==> src/hw/gamePkg.sv <==
package gamePkg;

	// serial byte as seen on both wires
	typedef logic [7:0] byteT;

	// command fields
	typedef logic [2:0] opcodeT;

	// alien position on the playfield
	typedef logic [2:0] alienXT;
	typedef logic [1:0] alienYT;

	// score wraps from 127 back to 0
	typedef logic [6:0] scoreT;

	// random generator state
	typedef logic [15:0] lfsrT;

	// active low, bit 0 drives segment a
	typedef logic [6:0] segmentT;

	// opcodes in bits 7:5 of a command byte
	localparam opcodeT opResetGame = 3'd0;
	localparam opcodeT opMoveAlien = 3'd1;
	localparam opcodeT opShoot = 3'd2;
	localparam opcodeT opReadScore = 3'd3;
	localparam opcodeT opReadRandom = 3'd4;

	// LFSR value after reset
	localparam lfsrT lfsrSeed = 16'hACE1;

	// fixed replies
	localparam byteT ackReply = 8'h00;
	localparam byteT errorReply = 8'hEE;

	// set in a shoot reply when the shot hit
	localparam byteT hitFlag = 8'h80;

endpackage

==> src/hw/commandDecoder.sv <==
module commandDecoder
	import gamePkg::*;
(
	input logic clk,
	input logic reset,
	input byteT rxData,
	input logic rxValid,
	output logic cmdValid,
	output opcodeT cmdOpcode,
	output logic [4:0] cmdOperand,
	output logic cmdInvalid
);

	opcodeT rxOpcode;
	logic opcodeKnown;

	assign rxOpcode = rxData[7:5];

	// only the five defined opcodes are accepted
	always_comb begin
		case (rxOpcode)
			opResetGame,
			opMoveAlien,
			opShoot,
			opReadScore,
			opReadRandom: opcodeKnown = 1'b1;
			default: opcodeKnown = 1'b0;
		endcase
	end

	always_ff @(posedge clk) begin
		if (reset) begin
			cmdValid <= 1'b0;
			cmdInvalid <= 1'b0;
		end else begin
			cmdValid <= rxValid;
			if (rxValid)
				cmdInvalid <= !opcodeKnown;
		end
	end

	// fields held until the next byte arrives
	always_ff @(posedge clk) begin
		if (rxValid) begin
			cmdOpcode <= rxOpcode;
			cmdOperand <= rxData[4:0];
		end
	end

endmodule

==> src/hw/gameEngine.sv <==
module gameEngine
	import gamePkg::*;
(
	input logic clk,
	input logic reset,
	input logic cmdValid,
	input opcodeT cmdOpcode,
	input logic [4:0] cmdOperand,
	input logic cmdInvalid,
	output logic replyValid,
	output byteT replyData,
	output alienXT alienX,
	output alienYT alienY,
	output scoreT score,
	output logic lastHit
);

	lfsrT lfsr;
	lfsrT lfsrNext;
	scoreT scoreInc;
	logic shotHits;

	byteT nextReply;
	alienXT nextX;
	alienYT nextY;
	scoreT nextScore;
	lfsrT nextLfsr;
	logic nextHit;

	// taps 15, 13, 12, 10 feed bit 0
	assign lfsrNext = {lfsr[14:0], lfsr[15] ^ lfsr[13] ^ lfsr[12] ^ lfsr[10]};

	assign scoreInc = score + 1'b1;
	assign shotHits = (cmdOperand[2:0] == alienX);

	always_comb begin
		nextReply = errorReply;
		nextX = alienX;
		nextY = alienY;
		nextScore = score;
		nextLfsr = lfsr;
		nextHit = lastHit;
		// invalid opcodes keep the error reply and all state
		if (!cmdInvalid) begin
			case (cmdOpcode)
				opResetGame: begin
					nextX = '0;
					nextY = '0;
					nextScore = '0;
					nextReply = ackReply;
				end
				opMoveAlien: begin
					nextY = cmdOperand[4:3];
					nextX = cmdOperand[2:0];
					nextReply = {cmdOpcode, cmdOperand};
				end
				opShoot: begin
					nextHit = shotHits;
					if (shotHits) begin
						nextScore = scoreInc;
						nextReply = hitFlag | {1'b0, scoreInc};
					end else begin
						nextReply = {1'b0, score};
					end
				end
				opReadScore: nextReply = {1'b0, score};
				opReadRandom: begin
					nextLfsr = lfsrNext;
					nextReply = lfsrNext[7:0];
				end
				default: nextReply = errorReply;
			endcase
		end
	end

	always_ff @(posedge clk) begin
		if (reset) begin
			replyValid <= 1'b0;
			alienX <= '0;
			alienY <= '0;
			score <= '0;
			lfsr <= lfsrSeed;
			lastHit <= 1'b0;
		end else begin
			replyValid <= cmdValid;
			if (cmdValid) begin
				alienX <= nextX;
				alienY <= nextY;
				score <= nextScore;
				lfsr <= nextLfsr;
				lastHit <= nextHit;
			end
		end
	end

	always_ff @(posedge clk) begin
		if (cmdValid)
			replyData <= nextReply;
	end

endmodule

==> src/hw/gameTop.sv <==
module gameTop
	import gamePkg::*;
#(
	// 115200 baud from 50 MHz
	parameter int clksPerBit = 434
) (
	input logic clk,
	input logic reset,
	input logic serialIn,
	output logic serialOut,
	output segmentT hex0,
	output segmentT hex1,
	output segmentT hex4,
	output segmentT hex5,
	output logic [9:0] ledr
);

	byteT rxData;
	logic rxValid;

	logic cmdValid;
	opcodeT cmdOpcode;
	logic [4:0] cmdOperand;
	logic cmdInvalid;

	logic replyValid;
	byteT replyData;
	alienXT alienX;
	alienYT alienY;
	scoreT score;
	logic lastHit;

	logic txStart;
	byteT txData;
	logic busy;

	serialReceiver #(.clksPerBit(clksPerBit)) receiver0 (
		.clk(clk),
		.reset(reset),
		.serialIn(serialIn),
		.rxData(rxData),
		.rxValid(rxValid)
	);

	commandDecoder decoder0 (
		.clk(clk),
		.reset(reset),
		.rxData(rxData),
		.rxValid(rxValid),
		.cmdValid(cmdValid),
		.cmdOpcode(cmdOpcode),
		.cmdOperand(cmdOperand),
		.cmdInvalid(cmdInvalid)
	);

	gameEngine engine0 (
		.clk(clk),
		.reset(reset),
		.cmdValid(cmdValid),
		.cmdOpcode(cmdOpcode),
		.cmdOperand(cmdOperand),
		.cmdInvalid(cmdInvalid),
		.replyValid(replyValid),
		.replyData(replyData),
		.alienX(alienX),
		.alienY(alienY),
		.score(score),
		.lastHit(lastHit)
	);

	// reply path and board display
	replyFormatter formatter0 (
		.clk(clk),
		.reset(reset),
		.replyValid(replyValid),
		.replyData(replyData),
		.alienX(alienX),
		.alienY(alienY),
		.score(score),
		.lastHit(lastHit),
		.busy(busy),
		.txStart(txStart),
		.txData(txData),
		.hex0(hex0),
		.hex1(hex1),
		.hex4(hex4),
		.hex5(hex5),
		.ledr(ledr)
	);

	serialTransmitter #(.clksPerBit(clksPerBit)) transmitter0 (
		.clk(clk),
		.reset(reset),
		.txStart(txStart),
		.txData(txData),
		.serialOut(serialOut),
		.busy(busy)
	);

endmodule

==> src/hw/replyFormatter.sv <==
module replyFormatter
	import gamePkg::*;
(
	input logic clk,
	input logic reset,
	input logic replyValid,
	input byteT replyData,
	input alienXT alienX,
	input alienYT alienY,
	input scoreT score,
	input logic lastHit,
	input logic busy,
	output logic txStart,
	output byteT txData,
	output segmentT hex0,
	output segmentT hex1,
	output segmentT hex4,
	output segmentT hex5,
	output logic [9:0] ledr
);

	// hex digit to active-low pattern, gfedcba
	function automatic segmentT hexToSeg(input logic [3:0] digit);
		case (digit)
			4'h0: hexToSeg = 7'b1000000;
			4'h1: hexToSeg = 7'b1111001;
			4'h2: hexToSeg = 7'b0100100;
			4'h3: hexToSeg = 7'b0110000;
			4'h4: hexToSeg = 7'b0011001;
			4'h5: hexToSeg = 7'b0010010;
			4'h6: hexToSeg = 7'b0000010;
			4'h7: hexToSeg = 7'b1111000;
			4'h8: hexToSeg = 7'b0000000;
			4'h9: hexToSeg = 7'b0010000;
			4'hA: hexToSeg = 7'b0001000;
			4'hB: hexToSeg = 7'b0000011;
			4'hC: hexToSeg = 7'b1000110;
			4'hD: hexToSeg = 7'b0100001;
			4'hE: hexToSeg = 7'b0000110;
			default: hexToSeg = 7'b0001110;
		endcase
	endfunction

	always_ff @(posedge clk) begin
		if (reset) begin
			txStart <= 1'b0;
			hex0 <= hexToSeg(4'h0);
			hex1 <= hexToSeg(4'h0);
			hex4 <= hexToSeg(4'h0);
			hex5 <= hexToSeg(4'h0);
			ledr <= '0;
		end else begin
			// no back-pressure, a reply during busy is lost
			txStart <= replyValid && !busy;
			hex0 <= hexToSeg({1'b0, alienX});
			hex1 <= hexToSeg({2'b00, alienY});
			hex4 <= hexToSeg(score[3:0]);
			hex5 <= hexToSeg({1'b0, score[6:4]});
			ledr[9] <= busy;
			ledr[8] <= lastHit;
			if (replyValid)
				ledr[7:0] <= replyData;
		end
	end

	always_ff @(posedge clk) begin
		if (replyValid)
			txData <= replyData;
	end

endmodule

==> src/hw/serialReceiver.sv <==
module serialReceiver
	import gamePkg::*;
#(
	parameter int clksPerBit = 434
) (
	input logic clk,
	input logic reset,
	input logic serialIn,
	output byteT rxData,
	output logic rxValid
);

	localparam int countWidth = $clog2(clksPerBit);

	typedef logic [countWidth-1:0] countT;

	localparam countT lastCount = countT'(clksPerBit - 1);
	localparam countT halfCount = countT'((clksPerBit - 1) / 2);

	typedef enum logic [1:0] {
		stateIdle,
		stateStart,
		stateData,
		stateStop
	} rxStateT;

	rxStateT state;
	countT clkCount;
	logic [2:0] bitIndex;
	logic serialSync1;
	logic serialSync2;

	// two-flop synchronizer, line idles high
	always_ff @(posedge clk) begin
		if (reset) begin
			serialSync1 <= 1'b1;
			serialSync2 <= 1'b1;
		end else begin
			serialSync1 <= serialIn;
			serialSync2 <= serialSync1;
		end
	end

	always_ff @(posedge clk) begin
		if (reset) begin
			state <= stateIdle;
			clkCount <= '0;
			bitIndex <= '0;
			rxValid <= 1'b0;
		end else begin
			rxValid <= 1'b0;
			case (state)
				stateIdle: begin
					clkCount <= '0;
					bitIndex <= '0;
					if (!serialSync2)
						state <= stateStart;
				end
				stateStart: begin
					// check start bit at its middle
					if (clkCount == halfCount) begin
						clkCount <= '0;
						state <= serialSync2 ? stateIdle : stateData;
					end else begin
						clkCount <= clkCount + 1'b1;
					end
				end
				stateData: begin
					if (clkCount == lastCount) begin
						clkCount <= '0;
						// LSB first
						rxData <= {serialSync2, rxData[7:1]};
						bitIndex <= bitIndex + 1'b1;
						if (bitIndex == 3'd7)
							state <= stateStop;
					end else begin
						clkCount <= clkCount + 1'b1;
					end
				end
				stateStop: begin
					if (clkCount == lastCount) begin
						// a low stop bit drops the byte
						rxValid <= serialSync2;
						state <= stateIdle;
					end else begin
						clkCount <= clkCount + 1'b1;
					end
				end
				default: state <= stateIdle;
			endcase
		end
	end

endmodule

==> src/hw/serialTransmitter.sv <==
module serialTransmitter
	import gamePkg::*;
#(
	parameter int clksPerBit = 434
) (
	input logic clk,
	input logic reset,
	input logic txStart,
	input byteT txData,
	output logic serialOut,
	output logic busy
);

	localparam int countWidth = $clog2(clksPerBit);

	typedef logic [countWidth-1:0] countT;

	localparam countT lastCount = countT'(clksPerBit - 1);

	typedef enum logic [1:0] {
		stateIdle,
		stateStart,
		stateData,
		stateStop
	} txStateT;

	txStateT state;
	countT clkCount;
	logic [2:0] bitIndex;
	byteT shiftReg;

	always_ff @(posedge clk) begin
		if (reset) begin
			state <= stateIdle;
			clkCount <= '0;
			bitIndex <= '0;
			serialOut <= 1'b1;
			busy <= 1'b0;
		end else begin
			if (state != stateIdle)
				clkCount <= (clkCount == lastCount) ? '0 : clkCount + 1'b1;
			case (state)
				stateIdle: begin
					clkCount <= '0;
					bitIndex <= '0;
					if (txStart) begin
						shiftReg <= txData;
						serialOut <= 1'b0;
						busy <= 1'b1;
						state <= stateStart;
					end
				end
				stateStart: begin
					if (clkCount == lastCount) begin
						serialOut <= shiftReg[0];
						state <= stateData;
					end
				end
				stateData: begin
					if (clkCount == lastCount) begin
						bitIndex <= bitIndex + 1'b1;
						shiftReg <= shiftReg >> 1;
						if (bitIndex == 3'd7) begin
							serialOut <= 1'b1;
							state <= stateStop;
						end else begin
							serialOut <= shiftReg[1];
						end
					end
				end
				stateStop: begin
					// line stays high after the frame
					if (clkCount == lastCount) begin
						busy <= 1'b0;
						state <= stateIdle;
					end
				end
				default: state <= stateIdle;
			endcase
		end
	end

endmodule

==> config.mk <==
export PLATFORM = sky130hd
export DESIGN_NAME = gameTop
export DESIGN_NICKNAME = d
export VERILOG_FILES = /design/src/hw/gamePkg.sv /design/src/hw/commandDecoder.sv /design/src/hw/gameEngine.sv /design/src/hw/gameTop.sv /design/src/hw/replyFormatter.sv /design/src/hw/serialReceiver.sv /design/src/hw/serialTransmitter.sv
export SDC_FILE = /design/constraint.sdc
export NUM_CORES = 1
export LEC_CHECK = 0
export BUFFER_PORTS_ARGS = -buffer_cell sky130_fd_sc_hd__buf_4
export CAP_MARGIN = 40
export CORE_MARGIN = 2
export CORE_UTILIZATION = 50
export DETAILED_ROUTE_END_ITERATION = 10
export PLACE_DENSITY = 0.68
export SYNTH_ARGS = -nofsm -noshare
export SYNTH_HDL_FRONTEND = slang
export SYNTH_SLANG_ARGS = --single-unit
==> constraint.sdc <==
create_clock -name clk -period 3.4 [get_ports clk]
set_clock_uncertainty 0.15 [all_clocks]
set_input_delay 0.17 -clock clk [delete_from_list [all_inputs] [get_ports clk]]
set_output_delay 0.17 -clock clk [all_outputs]
set_load 0.02 [all_outputs]
==> flow_summary.json, run 1 <==
{
  "ys_async_sr_fraction_pct": 0,
  "ff_latch_area_mm2": 0.00324,
  "synth_edf_count": 40,
  "setup_tns_ns": 0,
  "tightest_slew_ns": 0.810,
  "tritoncts": "done",
  "slew_headroom_pct": 45.9,
  "postSynthAreaPerCell_um2": 10.1,
  "grt_pass1_vias": 4071,
  "multiInputGateArea_mm2": 0.00270,
  "yosys-top-cells-count": "102 x dfxtp_1, 61 x nand2_1, 55 x nor2_1",
  "grt_pass1_wl_mm": 19.9,
  "avgViaCountPerCell": 5.44,
  "setup.worst_path.start_class": "flop",
  "post-cts-setup-buffer-count": 0,
  "nFillCells": 999,
  "hold_slack_ns": 0.273,
  "synth-compound-area-share_pct": 12.0,
  "detail_route.first_pass.iterations": 4,
  "crit_arrival_ns": 2.39,
  "critical_path_class": "flop to flop",
  "initial_utilization_pct": 51.3,
  "synthAdderAreaFrac_pct": 5.86,
  "cts_buffers": 17,
  "remaining_drc_errors": 0,
  "final_max_slew_viol_count": 0,
  "dieArea_mm2": 0.0133,
  "ys.warnings.count": 0,
  "synth.top_cell.area_share_pct": 33.0,
  "pwr_density_cell_mw_per_mm2": 506,
  "synth_area_leaders": "dfxtp_1 33%, edfxtp_1 19%, ha_1 5.9%, nand2_1 3.7%, nor2_1 3.3%",
  "yosysMostFrequentCell": "dfxtp_1",
  "place_congestion": 0.860,
  "ys_seq_area_share_pct": 52.4,
  "period_minus_slack_ns": 2.38,
  "io_buffers": 40,
  "wire_per_inst_um": 14.9,
  "synth_top_cell_by_area": "dfxtp_1",
  "clkSlewWorstSetupHoldPaths_ns": 0.06,
  "drt_iter0_markers": 391,
  "place_area_mm2": 0.00654,
  "design_area_mm2": 0.00708,
  "ant_nets": 0,
  "clock-sinks": 142,
  "synth_area_mm2": 0.00619,
  "rows": 40,
  "antenna_found_initial": 0,
  "grt_usage_pct": 19.3,
  "synth_top_family_by_area": "simple AND/OR/NAND/NOR gates",
  "gr-total-overflow": 0,
  "pin_count": 42,
  "drv_cap": 0,
  "core-area_mm2": 0.0121,
  "cts.path.max_buffers": 2,
  "netlist_instances": 610,
  "htreeDepth": 4,
  "syn2layout_area_growth_pct": 14.5,
  "cp_max_fo": 18,
  "ys_ff_latch": 142,
  "drive_gt1_share_pct": 13.8,
  "synth_ff_type": "dfxtp_1",
  "ctsRootBufferMaster": "clkbuf_16",
  "hold_class": "flop to flop",
  "vias": 4462,
  "nets": 672,
  "critPathCaptureType": "flop",
  "ir_drop_mv": 0.329,
  "synth_simple_gate_area_share_pct": 19.2,
  "routed_wirelength_mm": 12.2,
  "leakagePower_uw": 0.00259,
  "synth_cell_types": 65,
  "insertion_delay_ns": 0.41,
  "synth_xor_area_share_pct": 2.95,
  "synth_nets": 642,
  "rsz0062_at_grt": "false",
  "die_x_um": 115,
  "status": "completed",
  "diodes": 0,
  "fin_crit_sh_pct": 70.0,
  "cp.required_ns": 3.41,
  "hold_viol_final": 0,
  "dp_hpwl_mm": 8.21,
  "setup_viol": 0,
  "synth.area.mux_share_pct": 3.60,
  "die_h_um": 115,
  "fmax_mhz": 420,
  "grt_max_degree": 68
}
-- per-layer routing --
metal,routed length [um],vias up,part of all wire [%],global-route usage (%)
met4,140,0,1.1,8.43
met3,497,13,4.1,5.11
met2,5870,116,48,31.2
met5,0,-,0,0
met1,5740,2084,47,24.6
li1,-,2249,-,-
-- flip-flops by register name, indices dropped and copies added (netlist names), 2 cells and up, named ones only --
name	flops
formatter0.txData	8
receiver0.rxData	8
decoder0.cmdOpcode	3
transmitter0.shiftReg	8
engine0.lfsr	16
engine0.alienX	3
formatter0.ledr	10
engine0.replyData	8
formatter0.hex0	7
engine0.score	7
transmitter0.clkCount	9
formatter0.hex5	7
receiver0.clkCount	9
decoder0.cmdOperand	5
transmitter0.bitIndex	3
receiver0.bitIndex	3
formatter0.hex1	5
transmitter0.state	2
formatter0.hex4	7
engine0.alienY	2
-- power breakdown --
part           switching (uW)  internal (uW)
registers                18.5           1760
clock network             652            982
logic                     110           57.7
-- cell families after synthesis --
family                     count (synthesis)
AOI/OAI and AO/OA                        115
adders and majority gates                 29
other                                      1
muxes                                     21
xor gates and xnor gates                  20
and+or+nand+nor                          230
DFF                                      142
buffers and inverters                     52
-- cell usage in the layout, fill, tap and decap left out, types with 4 or more instances in the layout --
cell type / count
or2_2: 4
ha_1: 29
nor3_1: 12
and3_1: 9
a21oi_1: 38
a31oi_1: 10
mux2_2: 10
xnor2_1: 8
nand2b_1: 13
buf_4: 42
o21ai_0: 15
nand4_1: 7
clkbuf_16: 17
nor2_1: 55
nor4_1: 6
nand2_1: 61
a211oi_1: 7
inv_1: 18
nand3_1: 25
nor2b_1: 9
a311oi_1: 5
a22oi_1: 7
edfxtp_1: 40
mux2i_1: 11
or3_1: 6
dfxtp_1: 102
clkbuf_1: 5
o211ai_1: 8
xor2_1: 11
-- area by class of cell --
cell class              count  share of cell area, %
clock inverters             6                  0.548
flip-flops and latches    142                   45.8
multi-input cells         416                   38.1
inverters                  19                   1.01
repair buffers             44                   4.73
clock buffers              25                   6.85
well taps                 168                   2.97
-- repair_timing --
item                                   4_1_cts  5_1_grt
endpoints found under the hold margin        2        0
hold buffers                                 2        0
resized for setup                            0        0
-- final timing paths --
kind              cells after the start                             start                                 end  slack [ns]
setup reg to reg                      4    engine0.alienX[2]$_SDFFE_PP0P_  engine0.replyData[5]$_SDFFCE_PP1P_        1.02
hold / removal                        1  receiver0.serialSync1$_SDFF_PP1_    receiver0.serialSync2$_SDFF_PP1_        0.27
setup / recovery                      4    engine0.alienX[2]$_SDFFE_PP0P_  engine0.replyData[5]$_SDFFCE_PP1P_        1.02
hold reg to reg                       1  receiver0.serialSync1$_SDFF_PP1_    receiver0.serialSync2$_SDFF_PP1_        0.27
-- metrics by stage --
step	util, %	std cells	power [uW]	setup WS [ns]
after floorplan	-	610	1930	1.57
after global placement	54.2	787	1980	1.11
after detailed placement	54.2	787	1980	1.03
after CTS	58.7	820	3630	1.03
after global routing	58.7	820	3720	0.848
final	58.7	820	3580	1.02
-- critical path, cell delays in order (launching register included) --
cell and delay (ns):
dfxtp_1 0.53, xor2_1 0.27, nor3_4 0.61, a211oi_1 0.17, or3_1 0.39
(Power assumes the default switching activity.)
==> run 2: changes to the inputs <==
- ABC_AREA: unset -> 1
- clock period: 3.4 -> 2.29 ns (I/O delays scaled with it)
==> run 2 against run 1 <==
  * Power increased by 67%
  * Final cell count increased by 12%
  * First-iteration DRC count decreased by 33%
  * Area after synthesis decreased by 2.7%
  * Synthesized cell count increased by 16%
  * Via count increased by 5.9%
  * Wire length decreased by 0.20%
  * Worst hold slack got worse by 0.011 ns
  * Global-route usage increased by 0.98 points
  * Die area decreased by 2.6%
  * Sequential cell count unchanged
  * Largest power group is now the clock network
==> flow_summary.json, run 2 <==
{
  "critPathMaxStageDelay_ns": 0.43,
  "min_from": "receiver0.serialSync1$_SDFF_PP1_",
  "nFillCells": 1002,
  "ant_nets": 0,
  "pwr-share-seq_pct": 45.0,
  "pwr_density_cell_mw_per_mm2": 841,
  "tritoncts": "done",
  "diodes": 0,
  "critPathCaptureType": "flop",
  "die_x_um": 114,
  "cp_cell_sequence": "inv_1, ha_1, nor2_1, a21oi_1, inv_1, nor3_1, buf_4",
  "dp.cells": 883,
  "total_power_uw": 6000,
  "r2r_start": "transmitter0.state[0]$_SDFFE_PP0P_",
  "synth_xor_area_share_pct": 1.87,
  "grt_pass1_wl_mm": 20.7,
  "grt_pass1_vias": 4580,
  "ys_async_sr_fraction_pct": 0,
  "hold_path_end": "receiver0.serialSync2$_SDFF_PP1_",
  "setup_viol": 0,
  "vias": 4725,
  "setup_tns_ns": 0,
  "stdcell_count": 917,
  "postSynthAreaPerCell_um2": 8.53,
  "htreeDepth": 4,
  "design_area_mm2": 0.00713,
  "path_delay_family": "adder cells",
  "io_buffers": 40,
  "cp_num_buf_inv": 3,
  "ff_latch_area_mm2": 0.00324,
  "cp_max_fo": 13,
  "reg2reg_to": "transmitter0.shiftReg[3]$_DFFE_PP_",
  "status": "completed",
  "detail_route.first_pass.iterations": 4,
  "final_max_slew_viol_count": 0,
  "place_area_mm2": 0.00648,
  "core-area_mm2": 0.0119,
  "fin_crit_sh_pct": 88.3,
  "insertion_delay_ns": 0.42,
  "netlist_instances": 706,
  "nets": 789,
  "drv_cap": 0,
  "clock-sinks": 142,
  "place_congestion": 0.881,
  "yosys-top-cells-count": "165 x nand2_1, 102 x dfxtp_1, 87 x nor2_1",
  "grt_usage_pct": 20.3,
  "wire_per_inst_um": 13.3,
  "setup.worst_path.start_class": "flop",
  "clkSlewWorstSetupHoldPaths_ns": 0.06,
  "final_common_cell": "nand2_1",
  "cts_resized": 0,
  "layout_common_cells": "165 x nand2_1, 102 x dfxtp_1, 87 x nor2_1",
  "routed_wirelength_mm": 12.2,
  "dp_slack_ns": 0.273,
  "synth_ff_type": "dfxtp_1",
  "drt_iter0_markers": 262,
  "path_depth": 7,
  "yosysMostFrequentCell": "nand2_1",
  "ys_ff_latch": 142,
  "grt_max_degree": 29,
  "fmax_mhz": 495,
  "synth-compound-area-share_pct": 9.62,
  "synth_simple_gate_area_share_pct": 22.4,
  "die_h_um": 114,
  "synth_top_cell_by_area": "dfxtp_1",
  "rsz0062_at_grt": "false",
  "initial_utilization_pct": 50.8,
  "multiInputGateArea_mm2": 0.00240,
  "ir_drop_mv": 0.597,
  "avgViaCountPerCell": 5.15,
  "largest_reg_flops": 16,
  "regMostFlops": "engine0.lfsr",
  "rows": 40,
  "switching_share_pct": 22.5,
  "dieArea_mm2": 0.0129,
  "hold_viol_final": 0,
  "pin_count": 42,
  "remaining_drc_errors": 0,
  "cts.path.max_buffers": 2,
  "worst_path_most_repeated_cell": "inv_1",
  "synth.area.mux_share_pct": 0,
  "period_minus_slack_ns": 2.02,
  "syn2layout_area_growth_pct": 18.4,
  "synth_area_leaders": "dfxtp_1 34%, edfxtp_1 20%, nand2_1 10%, ha_1 6.0%, nor2_1 5.4%",
  "leakagePower_uw": 0.00301,
  "reg_top3": "engine0.lfsr x16, formatter0.ledr x10",
  "crit_arrival_ns": 2.00,
  "synth_nets": 738,
  "gr-total-overflow": 0,
  "ys.warnings.count": 0,
  "r2r_cells": 7,
  "synth_edf_count": 40,
  "min_path_cells": 1,
  "synth.top_cell.area_share_pct": 33.9,
  "crit_path_top_delay_cell": "ha_1",
  "ctsRootBufferMaster": "clkbuf_16",
  "synth_area_mm2": 0.00602,
  "comb_power_share_pct": 6.8,
  "antenna_found_initial": 0,
  "drive_gt1_share_pct": 12.9,
  "dp_hpwl_mm": 8.72,
  "worst_slack_ns": 0.269,
  "p_switching_uw": 1350,
  "cts_buffers": 17,
  "internal_power_uw": 4650,
  "critical_path_class": "flop to flop",
  "synth_cell_types": 42,
  "hold_class": "flop to flop",
  "p_clk_share_pct": 48.2,
  "r2r_slack_ns": 0.27,
  "cp.required_ns": 2.26,
  "synth_top_family_by_area": "simple AND/OR/NAND/NOR gates",
  "synthAdderAreaFrac_pct": 6.03,
  "ys_seq_area_share_pct": 53.9
}
## run 2: cell count changes after synthesis, moves of 10 or more
cell,change
nand2_1,+104
inv_1,+52
nor2_1,+32
o21ai_0,+27
nand2b_1,-13
mux2i_1,-11
a31oi_1,-10
mux2_2,-10
## run 2: power by group through the flow
stage	clock, uW	combinational, uW	sequential (uW)
floorplan	0	290	2760
global placement	0	388	2750
detailed placement	0	401	2760
CTS	2940	408	2700
global route	3040	465	2710
finish	2890	407	2700
## run 2: per-layer routing
metal | GRT usage [%] | vias to the layer above | wire length (um)
met5 | 0 | - | 0
met2 | 34.1 | 88 | 6010
li1 | - | 2397 | -
met3 | 6.64 | 11 | 459
met4 | 6.91 | 0 | 153
met1 | 24.8 | 2229 | 5600
## run 2: area by class of cell
| class | instances | share of cell area, % |
|---|---|---|
| Timing Repair Buffer | 50 | 5.34 |
| Inverter | 76 | 4.00 |
| Tap cell | 147 | 2.58 |
| Sequential cell | 142 | 45.5 |
| Clock buffer | 19 | 6.21 |
| Multi-Input combinational cell | 470 | 33.7 |
| Clock inverter | 13 | 2.65 |
## run 2: metrics by stage
step                utilization (%)  hold WS (ns)
floorplan                         -        0.0469
global placement               54.6         0.151
detailed placement             54.6         0.154
CTS                            60.1         0.249
global route                   60.1         0.272
finish                         60.1         0.262
## run 2: cells by family (layout without fill, tap and decap cells)
group | after synthesis | count (layout)
other cells | 1 | 1
fa+ha+maj | 29 | 29
xor+xnor | 12 | 12
compound gates | 107 | 107
simple gates | 321 | 321
buf+inv | 94 | 158
flops | 142 | 142
## run 2: what timing repair did
item | in CTS | in global routing
hold buffers | 2 | 0
hold endpoints to repair | 14 | 0
buffers inserted | 0 | 0
endpoints found under the setup margin | 0 | 0
## run 2: worst max path at each step
| stage | start | to | slack [ns] |
|---|---|---|---|
| CTS | transmitter0.state[0]$_SDFFE_PP0P_ | transmitter0.shiftReg[4]$_DFFE_PP_ | 0.25 |
| global placement | transmitter0.state[0]$_SDFFE_PP0P_ | transmitter0.shiftReg[4]$_DFFE_PP_ | 0.35 |
| global route | transmitter0.clkCount[0]$_SDFFE_PP0N_ | transmitter0.shiftReg[3]$_DFFE_PP_ | 0.05 |
| finish | transmitter0.state[0]$_SDFFE_PP0P_ | transmitter0.shiftReg[3]$_DFFE_PP_ | 0.27 |
| floorplan | transmitter0.state[0]$_SDFFE_PP0P_ | transmitter0.shiftReg[0]$_DFFE_PP_ | 0.05 |
| detailed placement | transmitter0.state[0]$_SDFFE_PP0P_ | transmitter0.shiftReg[2]$_DFFE_PP_ | 0.27 |
